--- config.mk ---
export PLATFORM = sky130hd
export DESIGN_NAME = soc_bus_top
export DESIGN_NICKNAME = d
export VERILOG_FILES = /design/src/hw/soc_pkg.sv /design/src/hw/soc_ifs.sv /design/src/hw/soc_bus_top.sv /design/src/hw/gpio_pin_mux.sv /design/src/hw/mmio_regfile.sv /design/src/hw/bus_fabric.sv
export VERILOG_INCLUDE_DIRS = /design/src /design/src/hw
export SDC_FILE = /design/constraint.sdc
export NUM_CORES = 1
export LEC_CHECK = 0
export BUFFER_PORTS_ARGS = -buffer_cell sky130_fd_sc_hd__buf_2
export CAP_MARGIN = 20
export CORE_AREA = 8 8 128 130
export CTS_BUF_LIST = sky130_fd_sc_hd__clkbuf_4 sky130_fd_sc_hd__clkbuf_8
export DETAILED_ROUTE_END_ITERATION = 10
export DIE_AREA = 0 0 136 138
export HOLD_SLACK_MARGIN = 0.08
export PLACE_DENSITY = 0.95
export SLEW_MARGIN = 5
export SYNTH_ARGS = -nofsm -noshare
export SYNTH_HDL_FRONTEND = slang
export SYNTH_SLANG_ARGS = --single-unit
--- constraint.sdc ---
create_clock -name clk_i -period 5.6 [get_ports clk_i]
set_input_delay 0.84 -clock clk_i [delete_from_list [all_inputs] [get_ports clk_i]]
set_output_delay 0.84 -clock clk_i [all_outputs]
set_load 0.05 [all_outputs]
--- src/hw/soc_defs.svh ---
// address map, memory size and register offsets, included by RTL and testbench
`ifndef SOC_DEFS_SVH
`define SOC_DEFS_SVH

`define SOC_MEM_WORDS     32768
`define SOC_RAM_TOP       (32'd4 * `SOC_MEM_WORDS)
`define SOC_MMIO_PAGE     24'h03_0000

// offsets within the MMIO page
`define SOC_REG_GPIO      8'h00
`define SOC_REG_GPIO_OEB  8'h04
`define SOC_REG_GPIO_PU   8'h08
`define SOC_REG_GPIO_PD   8'h0c
`define SOC_REG_HK_CFG    8'h18
`define SOC_REG_HK_ENA    8'h1c
`define SOC_REG_HK_PLL    8'h20
`define SOC_REG_HK_MFGR   8'h24
`define SOC_REG_HK_PROD   8'h28
`define SOC_REG_HK_MASK   8'h2c
`define SOC_REG_CLK_SEL   8'h30
`define SOC_REG_PLL_DEST  8'h38
`define SOC_REG_TRAP_DEST 8'h3c
`define SOC_REG_IRQ7_SRC  8'h40
`define SOC_REG_IRQ8_SRC  8'h44

`define SOC_GPIO_W        16

`define SOC_IRQ_PIN       5
`define SOC_IRQ_SPI       6
`define SOC_IRQ_7         7
`define SOC_IRQ_8         8

`endif
--- src/hw/soc_pkg.sv ---
// shared bus vector types and routing selector enums, imported by the SoC RTL
`default_nettype none

`include "soc_defs.svh"

package soc_pkg;

  typedef logic [31:0] word_t;
  typedef logic [3:0] strb_t;
  typedef logic [`SOC_GPIO_W-1:0] gpio_t;
  typedef logic [$clog2(`SOC_MEM_WORDS)-1:0] ram_addr_t;
  typedef logic [31:0] irq_vec_t;

  // clock out on one of two pads
  typedef enum logic [1:0] {
    PLL_NONE  = 2'd0,
    PLL_GPIO8 = 2'd1,
    PLL_GPIO9 = 2'd2
  } pll_dest_e;

  typedef enum logic [1:0] {
    TRAP_NONE   = 2'd0,
    TRAP_GPIO11 = 2'd1,
    TRAP_GPIO12 = 2'd2,
    TRAP_GPIO13 = 2'd3
  } trap_dest_e;

  // one of three gpio inputs, or off
  typedef enum logic [1:0] {
    IRQ_OFF  = 2'd0,
    IRQ_IN_A = 2'd1,
    IRQ_IN_B = 2'd2,
    IRQ_IN_C = 2'd3
  } irq_src_e;

endpackage

`default_nettype wire

--- src/hw/soc_ifs.sv ---
// internal MMIO request bus and pad configuration bundle between fabric, regs and pins
`timescale 1ns/1ps
`default_nettype none

interface mmio_bus_if;
  import soc_pkg::*;

  logic  valid;
  word_t addr;
  word_t wdata;
  strb_t wstrb;
  logic  ready;
  word_t rdata;

  modport fabric (output valid, addr, wdata, wstrb, input ready, rdata);
  modport regs (input valid, addr, wdata, wstrb, output ready, rdata);
endinterface

interface pad_cfg_if;
  import soc_pkg::*;

  gpio_t      gpio;
  gpio_t      gpio_oeb;
  gpio_t      gpio_pu;
  gpio_t      gpio_pd;
  pll_dest_e  pll_dest;
  trap_dest_e trap_dest;
  irq_src_e   irq7_src;
  irq_src_e   irq8_src;

  // plain levels, no handshake
  modport regs (output gpio, gpio_oeb, gpio_pu, gpio_pd, pll_dest, trap_dest, irq7_src, irq8_src);
  modport pins (input gpio, gpio_oeb, gpio_pu, gpio_pd, pll_dest, trap_dest, irq7_src, irq8_src);
endinterface

`default_nettype wire

--- src/hw/soc_bus_top.sv ---
// top level of the SoC bus fabric with native bus, SRAM, GPIO and status ports
`timescale 1ns/1ps
`default_nettype none

module soc_bus_top (
  input  wire                 clk_i,
  input  wire                 rst_n_i,
  // native bus from the master
  input  wire                 mem_valid_i,
  input  soc_pkg::word_t      mem_addr_i,
  input  soc_pkg::word_t      mem_wdata_i,
  input  soc_pkg::strb_t      mem_wstrb_i,
  output logic                mem_ready_o,
  output soc_pkg::word_t      mem_rdata_o,
  // external sram
  output soc_pkg::strb_t      ram_wstrb_o,
  output soc_pkg::ram_addr_t  ram_addr_o,
  output soc_pkg::word_t      ram_wdata_o,
  input  soc_pkg::word_t      ram_rdata_i,
  // pads
  output soc_pkg::gpio_t      gpio_out_o,
  input  soc_pkg::gpio_t      gpio_in_i,
  output soc_pkg::gpio_t      gpio_pullupb_o,
  output soc_pkg::gpio_t      gpio_pulldownb_o,
  output soc_pkg::gpio_t      gpio_outenb_o,
  // housekeeping spi status
  input  wire [7:0]           hk_config_i,
  input  wire                 hk_xtal_ena_i,
  input  wire                 hk_reg_ena_i,
  input  wire                 hk_pll_cp_ena_i,
  input  wire                 hk_pll_vco_ena_i,
  input  wire                 hk_pll_bias_ena_i,
  input  wire [3:0]           hk_pll_trim_i,
  input  wire [11:0]          hk_mfgr_id_i,
  input  wire [7:0]           hk_prod_id_i,
  input  wire [3:0]           hk_mask_rev_i,
  input  wire                 clk_ext_sel_i,
  input  wire                 trap_i,
  input  wire                 irq_pin_i,
  input  wire                 irq_spi_i,
  output soc_pkg::irq_vec_t   irq_o
);

  mmio_bus_if u_mmio_bus ();
  pad_cfg_if  u_pad_cfg ();

  bus_fabric u_bus_fabric (
    .clk_i       (clk_i),
    .rst_n_i     (rst_n_i),
    .mem_valid_i (mem_valid_i),
    .mem_addr_i  (mem_addr_i),
    .mem_wdata_i (mem_wdata_i),
    .mem_wstrb_i (mem_wstrb_i),
    .mem_ready_o (mem_ready_o),
    .mem_rdata_o (mem_rdata_o),
    .ram_wstrb_o (ram_wstrb_o),
    .ram_addr_o  (ram_addr_o),
    .ram_wdata_o (ram_wdata_o),
    .ram_rdata_i (ram_rdata_i),
    .mmio        (u_mmio_bus.fabric)
  );

  // gpio read returns the pad drive seen after override
  mmio_regfile u_mmio_regfile (
    .clk_i             (clk_i),
    .rst_n_i           (rst_n_i),
    .bus               (u_mmio_bus.regs),
    .cfg               (u_pad_cfg.regs),
    .gpio_pad_i        (gpio_out_o),
    .gpio_in_i         (gpio_in_i),
    .hk_config_i       (hk_config_i),
    .hk_xtal_ena_i     (hk_xtal_ena_i),
    .hk_reg_ena_i      (hk_reg_ena_i),
    .hk_pll_cp_ena_i   (hk_pll_cp_ena_i),
    .hk_pll_vco_ena_i  (hk_pll_vco_ena_i),
    .hk_pll_bias_ena_i (hk_pll_bias_ena_i),
    .hk_pll_trim_i     (hk_pll_trim_i),
    .hk_mfgr_id_i      (hk_mfgr_id_i),
    .hk_prod_id_i      (hk_prod_id_i),
    .hk_mask_rev_i     (hk_mask_rev_i),
    .clk_ext_sel_i     (clk_ext_sel_i)
  );

  gpio_pin_mux u_gpio_pin_mux (
    .clk_i            (clk_i),
    .rst_n_i          (rst_n_i),
    .cfg              (u_pad_cfg.pins),
    .trap_i           (trap_i),
    .irq_pin_i        (irq_pin_i),
    .irq_spi_i        (irq_spi_i),
    .gpio_in_i        (gpio_in_i),
    .gpio_out_o       (gpio_out_o),
    .gpio_outenb_o    (gpio_outenb_o),
    .gpio_pullupb_o   (gpio_pullupb_o),
    .gpio_pulldownb_o (gpio_pulldownb_o),
    .irq_o            (irq_o)
  );

endmodule

`default_nettype wire

--- src/hw/gpio_pin_mux.sv ---
// GPIO pad override for clock and trap routing, plus irq source select and vector
`timescale 1ns/1ps
`default_nettype none

`include "soc_defs.svh"

module gpio_pin_mux (
  input  wire               clk_i,
  input  wire               rst_n_i,
  pad_cfg_if.pins           cfg,
  input  wire               trap_i,
  input  wire               irq_pin_i,
  input  wire               irq_spi_i,
  input  soc_pkg::gpio_t    gpio_in_i,
  output soc_pkg::gpio_t    gpio_out_o,
  output soc_pkg::gpio_t    gpio_outenb_o,
  output soc_pkg::gpio_t    gpio_pullupb_o,
  output soc_pkg::gpio_t    gpio_pulldownb_o,
  output soc_pkg::irq_vec_t irq_o
);
  import soc_pkg::*;

  // pads 8-10 and 11-13
  localparam gpio_t pll_grp  = 16'h0700;
  localparam gpio_t trap_grp = 16'h3800;

  gpio_t force_mask;

  function automatic logic irq_pick(irq_src_e src, logic [2:0] in);
    logic res;
    case (src)
      IRQ_IN_A: res = in[0];
      IRQ_IN_B: res = in[1];
      IRQ_IN_C: res = in[2];
      default:  res = 1'b0;
    endcase
    return res;
  endfunction

  assign force_mask = ((cfg.pll_dest != PLL_NONE) ? pll_grp : '0) |
                      ((cfg.trap_dest != TRAP_NONE) ? trap_grp : '0);

  always_comb begin
    gpio_out_o = cfg.gpio;
    if (cfg.pll_dest == PLL_GPIO8) gpio_out_o[8] = clk_i;
    if (cfg.pll_dest == PLL_GPIO9) gpio_out_o[9] = clk_i;
    if (cfg.trap_dest == TRAP_GPIO11) gpio_out_o[11] = trap_i;
    if (cfg.trap_dest == TRAP_GPIO12) gpio_out_o[12] = trap_i;
    if (cfg.trap_dest == TRAP_GPIO13) gpio_out_o[13] = trap_i;
  end

  // outputs stay off while in reset
  assign gpio_outenb_o    = {`SOC_GPIO_W{~rst_n_i}} | (cfg.gpio_oeb & ~force_mask);
  assign gpio_pullupb_o   = cfg.gpio_pu | force_mask;
  assign gpio_pulldownb_o = cfg.gpio_pd | force_mask;

  always_comb begin
    irq_o = '0;
    irq_o[`SOC_IRQ_PIN] = irq_pin_i;
    irq_o[`SOC_IRQ_SPI] = irq_spi_i;
    irq_o[`SOC_IRQ_7]   = irq_pick(cfg.irq7_src, gpio_in_i[2:0]);
    irq_o[`SOC_IRQ_8]   = irq_pick(cfg.irq8_src, gpio_in_i[5:3]);
  end

endmodule

`default_nettype wire

--- src/hw/mmio_regfile.sv ---
// native MMIO register block for GPIO, housekeeping status and pad routing
`timescale 1ns/1ps
`default_nettype none

`include "soc_defs.svh"

module mmio_regfile (
  input  wire            clk_i,
  input  wire            rst_n_i,
  mmio_bus_if.regs       bus,
  pad_cfg_if.regs        cfg,
  input  soc_pkg::gpio_t gpio_pad_i,
  input  soc_pkg::gpio_t gpio_in_i,
  input  wire [7:0]      hk_config_i,
  input  wire            hk_xtal_ena_i,
  input  wire            hk_reg_ena_i,
  input  wire            hk_pll_cp_ena_i,
  input  wire            hk_pll_vco_ena_i,
  input  wire            hk_pll_bias_ena_i,
  input  wire [3:0]      hk_pll_trim_i,
  input  wire [11:0]     hk_mfgr_id_i,
  input  wire [7:0]      hk_prod_id_i,
  input  wire [3:0]      hk_mask_rev_i,
  input  wire            clk_ext_sel_i
);
  import soc_pkg::*;

  gpio_t      gpio_q;
  gpio_t      oeb_q;
  gpio_t      pu_q;
  gpio_t      pd_q;
  pll_dest_e  pll_dest_q;
  trap_dest_e trap_dest_q;
  irq_src_e   irq7_src_q;
  irq_src_e   irq8_src_q;
  logic       ready_q;
  word_t      rdata_q;
  word_t      rd_word;
  logic       access;

  // byte lanes 0 and 1 of a 16 bit register
  function automatic gpio_t lane_merge(gpio_t cur, word_t wdata, strb_t strb);
    gpio_t res;
    res = cur;
    if (strb[0]) res[7:0] = wdata[7:0];
    if (strb[1]) res[15:8] = wdata[15:8];
    return res;
  endfunction

  // one access per valid, ready drops after a single cycle
  assign access = bus.valid && !ready_q;

  always_comb begin
    rd_word = '0;
    case (bus.addr[7:0])
      `SOC_REG_GPIO:      rd_word = {gpio_pad_i, gpio_in_i};
      `SOC_REG_GPIO_OEB:  rd_word = word_t'(oeb_q);
      `SOC_REG_GPIO_PU:   rd_word = word_t'(pu_q);
      `SOC_REG_GPIO_PD:   rd_word = word_t'(pd_q);
      `SOC_REG_HK_CFG:    rd_word = word_t'(hk_config_i);
      `SOC_REG_HK_ENA:    rd_word = word_t'({hk_xtal_ena_i, hk_reg_ena_i});
      `SOC_REG_HK_PLL: begin
        rd_word = word_t'({hk_pll_trim_i, hk_pll_cp_ena_i, hk_pll_vco_ena_i, hk_pll_bias_ena_i});
      end
      `SOC_REG_HK_MFGR:   rd_word = word_t'(hk_mfgr_id_i);
      `SOC_REG_HK_PROD:   rd_word = word_t'(hk_prod_id_i);
      `SOC_REG_HK_MASK:   rd_word = word_t'(hk_mask_rev_i);
      `SOC_REG_CLK_SEL:   rd_word = word_t'(clk_ext_sel_i);
      `SOC_REG_PLL_DEST:  rd_word = word_t'(pll_dest_q);
      `SOC_REG_TRAP_DEST: rd_word = word_t'(trap_dest_q);
      `SOC_REG_IRQ7_SRC:  rd_word = word_t'(irq7_src_q);
      `SOC_REG_IRQ8_SRC:  rd_word = word_t'(irq8_src_q);
      default:            rd_word = '0;
    endcase
  end

  always_ff @(posedge clk_i or negedge rst_n_i) begin
    if (!rst_n_i) begin
      ready_q     <= 1'b0;
      gpio_q      <= '0;
      oeb_q       <= '1;
      pu_q        <= '0;
      pd_q        <= '0;
      pll_dest_q  <= PLL_NONE;
      trap_dest_q <= TRAP_NONE;
      irq7_src_q  <= IRQ_OFF;
      irq8_src_q  <= IRQ_OFF;
    end else begin
      ready_q <= access;
      if (access) begin
        case (bus.addr[7:0])
          `SOC_REG_GPIO:     gpio_q <= lane_merge(gpio_q, bus.wdata, bus.wstrb);
          `SOC_REG_GPIO_OEB: oeb_q <= lane_merge(oeb_q, bus.wdata, bus.wstrb);
          `SOC_REG_GPIO_PU:  pu_q <= lane_merge(pu_q, bus.wdata, bus.wstrb);
          `SOC_REG_GPIO_PD:  pd_q <= lane_merge(pd_q, bus.wdata, bus.wstrb);
          `SOC_REG_PLL_DEST: begin
            if (bus.wstrb[0]) pll_dest_q <= pll_dest_e'(bus.wdata[1:0]);
          end
          `SOC_REG_TRAP_DEST: begin
            if (bus.wstrb[0]) trap_dest_q <= trap_dest_e'(bus.wdata[1:0]);
          end
          `SOC_REG_IRQ7_SRC: begin
            if (bus.wstrb[0]) irq7_src_q <= irq_src_e'(bus.wdata[1:0]);
          end
          `SOC_REG_IRQ8_SRC: begin
            if (bus.wstrb[0]) irq8_src_q <= irq_src_e'(bus.wdata[1:0]);
          end
          default: ;
        endcase
      end
    end
  end

  always_ff @(posedge clk_i) begin
    if (access) begin
      rdata_q <= rd_word;
    end
  end

  assign bus.ready = ready_q;
  assign bus.rdata = rdata_q;

  assign cfg.gpio      = gpio_q;
  assign cfg.gpio_oeb  = oeb_q;
  assign cfg.gpio_pu   = pu_q;
  assign cfg.gpio_pd   = pd_q;
  assign cfg.pll_dest  = pll_dest_q;
  assign cfg.trap_dest = trap_dest_q;
  assign cfg.irq7_src  = irq7_src_q;
  assign cfg.irq8_src  = irq8_src_q;

endmodule

`default_nettype wire

--- src/hw/bus_fabric.sv ---
// native bus decode to SRAM and MMIO page, SRAM ready register and response mux
`timescale 1ns/1ps
`default_nettype none

`include "soc_defs.svh"

module bus_fabric (
  input  wire                clk_i,
  input  wire                rst_n_i,
  input  wire                mem_valid_i,
  input  soc_pkg::word_t     mem_addr_i,
  input  soc_pkg::word_t     mem_wdata_i,
  input  soc_pkg::strb_t     mem_wstrb_i,
  output logic               mem_ready_o,
  output soc_pkg::word_t     mem_rdata_o,
  output soc_pkg::strb_t     ram_wstrb_o,
  output soc_pkg::ram_addr_t ram_addr_o,
  output soc_pkg::word_t     ram_wdata_o,
  input  soc_pkg::word_t     ram_rdata_i,
  mmio_bus_if.fabric         mmio
);

  localparam int unsigned ram_aw = $clog2(`SOC_MEM_WORDS);

  logic ram_sel;
  logic ram_ready_q;
  logic mmio_hit;

  // SRAM access open until its ready comes back
  assign ram_sel = mem_valid_i && !ram_ready_q && (mem_addr_i < `SOC_RAM_TOP);

  assign ram_wstrb_o = ram_sel ? mem_wstrb_i : 4'h0;
  assign ram_addr_o  = mem_addr_i[ram_aw+1:2];
  assign ram_wdata_o = mem_wdata_i;

  always_ff @(posedge clk_i or negedge rst_n_i) begin
    if (!rst_n_i) begin
      ram_ready_q <= 1'b0;
    end else begin
      ram_ready_q <= ram_sel;
    end
  end

  assign mmio.valid = mem_valid_i && (mem_addr_i[31:8] == `SOC_MMIO_PAGE);
  assign mmio.addr  = mem_addr_i;
  assign mmio.wdata = mem_wdata_i;
  assign mmio.wstrb = mem_wstrb_i;

  // mmio wins over sram
  assign mmio_hit = mmio.valid && mmio.ready;

  assign mem_ready_o = mmio_hit || ram_ready_q;
  assign mem_rdata_o = mmio_hit    ? mmio.rdata  :
                       ram_ready_q ? ram_rdata_i : '0;

endmodule

`default_nettype wire

==> results, run 1 <==
- The run finished with clean final reports.
- At the end of routability-driven placement, the weighted congestion stood at 0.877.
- The share of the Yosys chip area taken by registers is 40.4%.
- The number of I/O port buffers is 279.
- In this run the worst path has a maximum fanout of 2.
- The worst pin sits at a relative slew slack of 34.7%.
- The height of the chip is 138 microns.
- The hold buffer count at CTS is 0.
- The first-pass GRT wire length is 36100 microns.
- The part of the power in combinational logic is 16.1%.
- The routed length per placed instance is 23.3 microns.
- The floorplan step defined a core boundary enclosing 14300 sq um.
- The largest net degree at the start of global routing is 60.
- The critical path is of the clock port to output port type.
- After synthesis, the mean cell area works out to 10.7 sq um.
- The initial antenna violation count is 0.
- In this run the cell area measured after placement is 7890 sq um.
- The tool flagged a number of max-cap violations equal to 0.
- The total overflow left after global routing is 0.
- The number of hold violations in the final report was 0.
- Dividing the detail-routed via count by the number of cells gives 5.55.
- The number of unique standard cell types used by synthesis is 50.
- From synthesis to final layout, the design area changed by 18.2%.
- The overall via count from detail_route is 5819.
- Of the total synthesized cell area, the portion taken by AND, OR, NAND and NOR gates is 17.2%.
- The first detailed-routing pass took 5 iterations.
- TritonCTS built the clock tree.
- For this run, the total global-route usage over all layers was measured as 25.4%.
- The final worst hold slack is 0.393 ns.
- STA classifies the critical path startpoint as a clock port.
- The number of gates resized after cts is 0.
- The floorplan step defined a die boundary enclosing 18800 sq um.
- The min-delay analysis places its worst path in the category input pin to asynchronous set/reset pin.
- The post-synthesis instance area is 7010 sq um.
- The violation count after the first detailed-route iteration is 680.
- For this run, the share of the core covered by cells in the final layout is 57.9%.
- The number of failing setup endpoints in the final timing report is 0.
- The clock insertion delay at the later pin of the skew report is 0.48 ns.
- The worst path required time is 4.76 ns.
- In the final design database the tool counted 1020 nets.
- The worst-margin pin slew is 0.976 ns.
- The share of the synthesized area in compound gates (AO/OA/AOI/OAI) is 5.14%.
- The sequential standard cell area is 2830 sq um.
- The number of warnings issued by yosys is 0.
- The synthesized netlist devotes 0% of its cell area to XOR and XNOR gates.
- The number of cell rows is 44.
- Net switching is 29.8% of the power.
- The placement-stage worst setup slack is 1.51 ns.
- Setup total negative slack on the finished layout was measured at 0 ns.
- The portion of synthesized area spent on multiplexers is 21.7%.
- The overall power after layout is 1.64 mW.
- The synthesized-area fraction occupied by adder cells is 0%.
- Including well taps, the total number of placed cells is 1014.
- The portion of total power attributed to the clock network is 35.7%.
- With fillers left out, the area of the finished cells amounts to 8290 sq um.
- The kind of end point of the critical path is an output port.
- Internal power comes to 1.15 mW.
- The peak ir drop on the vdd network is 131 uV.
- The placed wire-length estimate after detailed placement is 18800 microns.
- The final-layout fill cell count is 1254.
- Once the floorplan was initialized, standard cells occupied 49.0% of the core.
- After detailed routing, the number of remaining DRC violations is 0.
- For the final database, setup skew stands at 0.0124 ns.
- After clock tree synthesis, the clock-pin slew on the worst setup and hold paths is 0.10 ns.
- After synthesis, the largest family of logic cells by area is multiplexers.
- Synthesis inferred 106 register bits.
- The routed design has 24400 microns of wire.
- The endpoint arrival time on the critical path is 4.27 ns.
- Summing all multi-input logic gate instances after layout gives 3220 sq um.
- The worst register-to-register path has a setup slack of 3.45 ns.
- The share of cells above drive strength 1 is 51.7%.
- The most frequently used flop master after synthesis is sky130_fd_sc_hd__dfrtp_1.
- Setup repair after global routing left no endpoint under its margin.
- The number of standard cells in the layout, taps in and fillers out is 1049.
- The number of buffers added for setup after CTS is 0.
- The number of antenna-violating nets in the routed design is 0.
- The floorplan die width is 136 microns.
- In this run, flip-flops and latches consume 48.3% of the power.
- The post-route worst setup slack is 0.494 ns.
- The count of mapped cells out of synthesis is 654.
- Summed over all cells, the static leakage comes to 4.31 nW.
- The final-report max-slew violation count is 0.
- The proportion of synthesized flip-flops having asynchronous set or reset is 69.8%.
- The power density of the placed cells is 198 nW/um^2.
- The power spent charging and discharging nets is 489 uW.
- The number of placed I/O pins is 344.
- The via count of the first global-routing pass is 6158.
- In this run, synthesis inferred 32 flip-flops with an integrated enable.
## worst paths after layout
check                                                start                              to  depth (start not counted)
worst max-delay path                                 clk_i                   gpio_out_o[9]                         10
min in group clk_i              u_mmio_regfile.cfg.gpio[9]      u_mmio_regfile.cfg.gpio[9]                          1
worst min-delay path                               rst_n_i  u_mmio_regfile.cfg.gpio_pu[14]                          1
max in group asynchronous                          rst_n_i  u_mmio_regfile.cfg.gpio_oeb[8]                          2
worst min register to register  u_mmio_regfile.cfg.gpio[9]      u_mmio_regfile.cfg.gpio[9]                          1
worst max register to register    u_mmio_regfile.bus.ready   u_mmio_regfile.cfg.gpio_pd[0]                          4
## layout by cell type, fill, tap and decap left out, types with 3 or more instances in the layout
cell                         count
sky130_fd_sc_hd__mux2_2         83
sky130_fd_sc_hd__clkinv_1        3
sky130_fd_sc_hd__nor2b_1         5
sky130_fd_sc_hd__nand4_1         4
sky130_fd_sc_hd__nand2b_1       12
sky130_fd_sc_hd__and2_1         14
sky130_fd_sc_hd__nor4_4         10
sky130_fd_sc_hd__buf_2         278
sky130_fd_sc_hd__o221ai_1        5
sky130_fd_sc_hd__inv_1          33
sky130_fd_sc_hd__dfstp_2        16
sky130_fd_sc_hd__and3_1         19
sky130_fd_sc_hd__o21ai_0         9
sky130_fd_sc_hd__a32oi_1         6
sky130_fd_sc_hd__mux2i_1        45
sky130_fd_sc_hd__mux4_2          6
sky130_fd_sc_hd__nor4b_1         4
sky130_fd_sc_hd__nor4b_2         4
sky130_fd_sc_hd__nor2_1         10
sky130_fd_sc_hd__edfxtp_1       32
sky130_fd_sc_hd__a22oi_1        13
sky130_fd_sc_hd__conb_1         28
sky130_fd_sc_hd__dfrtp_1        58
sky130_fd_sc_hd__buf_4          12
sky130_fd_sc_hd__or3_1          12
sky130_fd_sc_hd__a22o_1          6
sky130_fd_sc_hd__nor4_1          5
sky130_fd_sc_hd__clkbuf_8       23
sky130_fd_sc_hd__clkbuf_4        4
sky130_fd_sc_hd__nand3_1         7
sky130_fd_sc_hd__nor3_1          4
sky130_fd_sc_hd__clkinvlp_4      3
sky130_fd_sc_hd__nand2_1        67
## cells in the mapped netlist (all sizes together) (2+ instances only)
library cell	instances	area share, %
a22o	6	0.75
a22oi	13	1.4
a32oi	6	0.75
and2	14	1.2
and3	19	1.7
buf	116	12
clkbuf	25	1.5
dfrtp	58	21
dfstp	16	6.0
edfxtp	32	14
inv	33	1.8
mux2	83	13
mux2i	45	6.4
mux4	6	1.9
nand2	67	3.6
nand2b	12	1.1
nand3	7	0.50
nand4	5	0.54
nor2	10	0.54
nor2b	5	0.45
nor3	6	0.59
nor4	15	3.4
nor4b	8	1.3
o211ai	2	0.21
o21ai	9	0.64
o221ai	5	0.62
o22ai	2	0.18
or2	2	0.18
or3	12	1.1
or4	2	0.21
or4bb	2	0.32
## logic make-up (layout without fill, tap and decap cells)
group,Yosys count,in the layout
AO/OA/AOI/OAI,48,48
buffers and inverters,174,357
flip-flops,106,106
multiplexers,134,134
other,1,29
AND/OR/NAND/NOR,191,191
## power groups by stage
stage / clock [mW] / combinational, mW / sequential, mW
2_1_floorplan: 0.000275 / 0.217 / 0.809
3_3_place_gp: 0.000275 / 0.260 / 0.809
3_5_place_dp: 0.000275 / 0.263 / 0.809
4_1_cts: 0.596 / 0.263 / 0.794
5_1_grt: 0.635 / 0.279 / 0.794
6_report: 0.586 / 0.264 / 0.794
## worst max-delay path: stages
cell and delay, ns:
sky130_fd_sc_hd__clkbuf_8 0.11, sky130_fd_sc_hd__clkbuf_8 0.12, sky130_fd_sc_hd__clkbuf_8 0.12, sky130_fd_sc_hd__clkbuf_8 0.12, sky130_fd_sc_hd__clkbuf_8 0.13, sky130_fd_sc_hd__clkbuf_8 0.12, sky130_fd_sc_hd__mux2_2 0.28, sky130_fd_sc_hd__clkbuf_8 0.15
sky130_fd_sc_hd__clkbuf_8 0.12, sky130_fd_sc_hd__buf_2 0.20
## flip-flops by register name (all words and copies together), names as in the netlist
name                          cells
u_mmio_regfile.cfg.pll_dest       2
u_mmio_regfile.cfg.gpio_pu       16
u_mmio_regfile.bus.rdata         32
u_mmio_regfile.bus.ready          1
u_mmio_regfile.cfg.irq7_src       2
u_mmio_regfile.cfg.gpio_pd       16
u_mmio_regfile.cfg.irq8_src       2
u_mmio_regfile.cfg.gpio_oeb      16
u_mmio_regfile.cfg.trap_dest      2
u_mmio_regfile.cfg.gpio          16
u_bus_fabric.ram_ready_q          1
## area by class of cell
class / count / share of cell area (%)
Clock buffer: 29 / 4.30
Multi-Input combinational cell: 401 / 38.9
Sequential cell: 106 / 34.2
Clock inverter: 6 / 0.408
Timing Repair Buffer: 289 / 17.9
Inverter: 33 / 1.49
Tap cell: 184 / 2.78
Antenna cell: 1 / 0.0302
## layer usage
| metal | wire (microns) | GRT usage, % | vias to the layer above |
|---|---|---|---|
| li1 | - | - | 2593 |
| met1 | 9150 | 29.3 | 2797 |
| met2 | 12400 | 43.6 | 367 |
| met3 | 2240 | 6.34 | 62 |
| met4 | 629 | 10.6 | 0 |
| met5 | 0 | 0 | - |
(Power assumes the default switching activity.)
==> run 2: changes to the inputs <==
--- a/config.mk
+++ b/config.mk
@@ -8,12 +8,12 @@
 export LEC_CHECK = 0
 export BUFFER_PORTS_ARGS = -buffer_cell sky130_fd_sc_hd__buf_2
 export CAP_MARGIN = 20
-export CORE_AREA = 8 8 128 130
+export CORE_AREA = 8 8 134 136
 export CTS_BUF_LIST = sky130_fd_sc_hd__clkbuf_4 sky130_fd_sc_hd__clkbuf_8
 export DETAILED_ROUTE_END_ITERATION = 10
-export DIE_AREA = 0 0 136 138
+export DIE_AREA = 0 0 142 144
 export HOLD_SLACK_MARGIN = 0.08
-export PLACE_DENSITY = 0.95
+export PLACE_DENSITY = 0.88
 export SLEW_MARGIN = 5
 export SYNTH_ARGS = -nofsm -noshare
 export SYNTH_HDL_FRONTEND = slang
==> results, run 2 (synthesized netlist as in run 1, its figures left out) <==
- The max-capacitance violation count is 0 (unchanged).
- The number of antenna-violating nets in the routed design is 0 (unchanged).
- The height of the chip is 144 microns (was 138 microns).
- The headroom to the max-slew limit was 38.0% (was 34.7%).
- The signed area change from the synthesized netlist to the final layout is 19.1% (was 18.2%).
- The internal power component is 1.17 mW (was 1.15 mW).
- The DRC violation count after routing is 0 (unchanged).
- The clock transition at the registers of the reported paths was 0.11 ns (was 0.10 ns).
- The summed negative setup slack over all endpoints is 0 ns (unchanged).
- The global-route usage over all layers came to 23.5% (was 25.4%).
- The worst setup path category was clock port to output port (unchanged).
- The switching part of the total power is 30.1% (was 29.8%).
- The worst-path maximum fanout is 2 (unchanged).
- The static leakage power is 4.34 nW (was 4.31 nW).
- The overall via count from detail_route came to 5780 (was 5819).
- The placed wire-length estimate after detailed placement is 19000 microns (was 18800 microns).
- The share of the core filled with cells is 52.0% (was 57.9%).
- The portion of total power attributed to the clock network came to 36.7% (was 35.7%).
- The number of flip-flops under the largest register name is 32 (unchanged).
- The endpoint arrival time on the critical path came to 4.27 ns (about the same).
- The power density of the placed cells is 200 nW/um^2 (was 198 nW/um^2).
- The number of iterations in the first detailed-routing pass is 5 (unchanged).
- The area of the core was 16100 sq um (was 14300 sq um).
- The per-cell via count in the routed design is 5.32 (was 5.55).
- Outcome: complete, no violations (unchanged).
- The number of buffers added for setup after CTS came to 0 (unchanged).
- The largest net degree at the start of global routing came to 77 (was 60).
- The initial antenna violation count is 4 (was 0).
- The final cell area excluding filler cells is 8350 sq um (was 8290 sq um).
- The power spent charging and discharging nets is 504 uW (was 489 uW).
- The number of placed I/O pins is 344 (unchanged).
- The routed length per placed instance was 22.4 microns (was 23.3 microns).
- The hold buffer count at CTS was 0 (unchanged).
- The final-report max-slew violation count was 0 (unchanged).
- The number of hold violations in the final report came to 0 (unchanged).
- The combined area of the multi-input logic cells is 3220 sq um (unchanged).
- The relative contribution of sequential cells to total power was 47.4% (was 48.3%).
- The violation count after the first detailed-route iteration was 325 (was 680).
- The total wire length after detailed routing was 24300 microns (was 24400 microns).
- The class of the tightest hold or removal check is input pin to asynchronous set/reset pin (unchanged).
- The via count of the first global-routing pass is 6064 (was 6158).
- The floorplan die area is 20400 sq um (was 18800 sq um).
- The worst-margin pin slew is 0.923 ns (was 0.976 ns).
- The number of cell rows was 47 (was 44).
- The cell area reported after detailed placement was 7960 sq um (was 7890 sq um).
- The final-layout fill cell count came to 1461 (was 1254).
- The number of I/O port buffers came to 279 (unchanged).
- The overall power after layout is 1.67 mW (was 1.64 mW).
- The peak ir drop on the vdd network is 134 uV (was 131 uV).
- The first-pass GRT wire length is 35700 microns (was 36100 microns).
- The sequential standard cell area is 2830 sq um (unchanged).
- Unrepaired setup endpoints after global routing: no (unchanged).
- The worst clock skew on the final layout came to 0.0172 ns (was 0.0124 ns).
- The kind of start point of the critical path is a clock port (unchanged).
- The final RePlAce weighted congestion came to 0.867 (was 0.877).
- The initial standard-cell utilization of the core is 43.7% (was 49.0%).
- The worst path required time came to 4.76 ns (about the same).
- Commonest cells after routing, fill and taps aside: sky130_fd_sc_hd__buf_2, sky130_fd_sc_hd__mux2_2, sky130_fd_sc_hd__nand2_1 (unchanged).
- The clock insertion delay at the later pin of the skew report is 0.48 ns (about the same).
- The kind of end point of the critical path is an output port (unchanged).
- The number of nets in the finished design was 1022 (was 1020).
- The number of gates resized after cts was 0 (unchanged).
- The floorplan die width came to 142 microns (was 136 microns).
- The part of the power in combinational logic was 15.9% (was 16.1%).
- The share of cells above drive strength 1 came to 52.2% (was 51.7%).
- The overflow left after global routing is 0 (unchanged).
- The TritonCTS clock tree is done (unchanged).
- The most common library cell in the layout ignoring fill and taps is sky130_fd_sc_hd__buf_2 (unchanged).
- The number of failing setup endpoints in the final timing report is 0 (unchanged).
## run 2: cell types whose count changed in the layout (fill, tap and decap cells not counted), sizes merged
cell,change
clkinvlp,-1
buf,+2
clkinv,-3
clkbuf,+1
inv,+3
## run 2: worst max-delay path, cell delays in order
cell and delay (ns):
sky130_fd_sc_hd__clkbuf_8 0.11, sky130_fd_sc_hd__clkbuf_8 0.13, sky130_fd_sc_hd__clkbuf_8 0.13, sky130_fd_sc_hd__clkbuf_8 0.12, sky130_fd_sc_hd__clkbuf_8 0.13, sky130_fd_sc_hd__clkbuf_8 0.12
sky130_fd_sc_hd__mux2_2 0.27, sky130_fd_sc_hd__clkbuf_8 0.14, sky130_fd_sc_hd__clkbuf_8 0.12, sky130_fd_sc_hd__buf_2 0.20
## run 2: power groups by stage
stage / Sequential (mW) / Clock [mW] / Combinational [mW]
after floorplan: 0.809 / 0.000275 / 0.217
after global placement: 0.809 / 0.000275 / 0.262
after detailed placement: 0.809 / 0.000275 / 0.264
after CTS: 0.794 / 0.634 / 0.265
after global routing: 0.794 / 0.665 / 0.279
final: 0.794 / 0.614 / 0.266
## run 2: path summary, 6_finish.rpt
kind | start | endpoint | slack, ns | cells past startpoint
max | clk_i | gpio_out_o[8] | 0.49 | 10
min | rst_n_i | u_mmio_regfile.cfg.gpio_pd[13] | 0.48 | 1
max reg2reg | u_mmio_regfile.bus.ready | u_mmio_regfile.cfg.gpio_pd[1] | 3.47 | 4
min reg2reg | u_mmio_regfile.cfg.gpio[7] | u_mmio_regfile.cfg.gpio[7] | 0.53 | 1
max in group asynchronous | rst_n_i | u_mmio_regfile.cfg.gpio_oeb[11] | 4.26 | 2
min in group clk_i | u_mmio_regfile.cfg.gpio[7] | u_mmio_regfile.cfg.gpio[7] | 0.53 | 1
## run 2: area by class of cell
cell class                      count  share of cell area (%)
Sequential cell                   106                    33.9
Antenna cell                        1                  0.0300
Multi-Input combinational cell    401                    38.6
Inverter                           33                    1.48
Clock buffer                       30                    4.36
Clock inverter                      5                   0.464
Tap cell                          220                    3.30
Timing Repair Buffer              291                    17.9
## run 2: metrics by stage
stage          worst slack (ns)  std cells  hold WS (ns)
5_1_grt                   0.449       1087         0.519
4_1_cts                   0.463       1086         0.509
3_5_place_dp               1.51       1053         0.337
2_1_floorplan              1.04        681         0.475
3_3_place_gp               1.51       1053         0.337
6_report                  0.487       1087         0.479
## run 2: layer usage
metal | vias to the layer above | track usage (%) | wire, microns
met1 | 2801 | 26.5 | 9340
met2 | 327 | 40.1 | 12300
met4 | 4 | 10.1 | 544
met3 | 55 | 7.69 | 2150
li1 | 2593 | - | -
met5 | - | 0 | 23
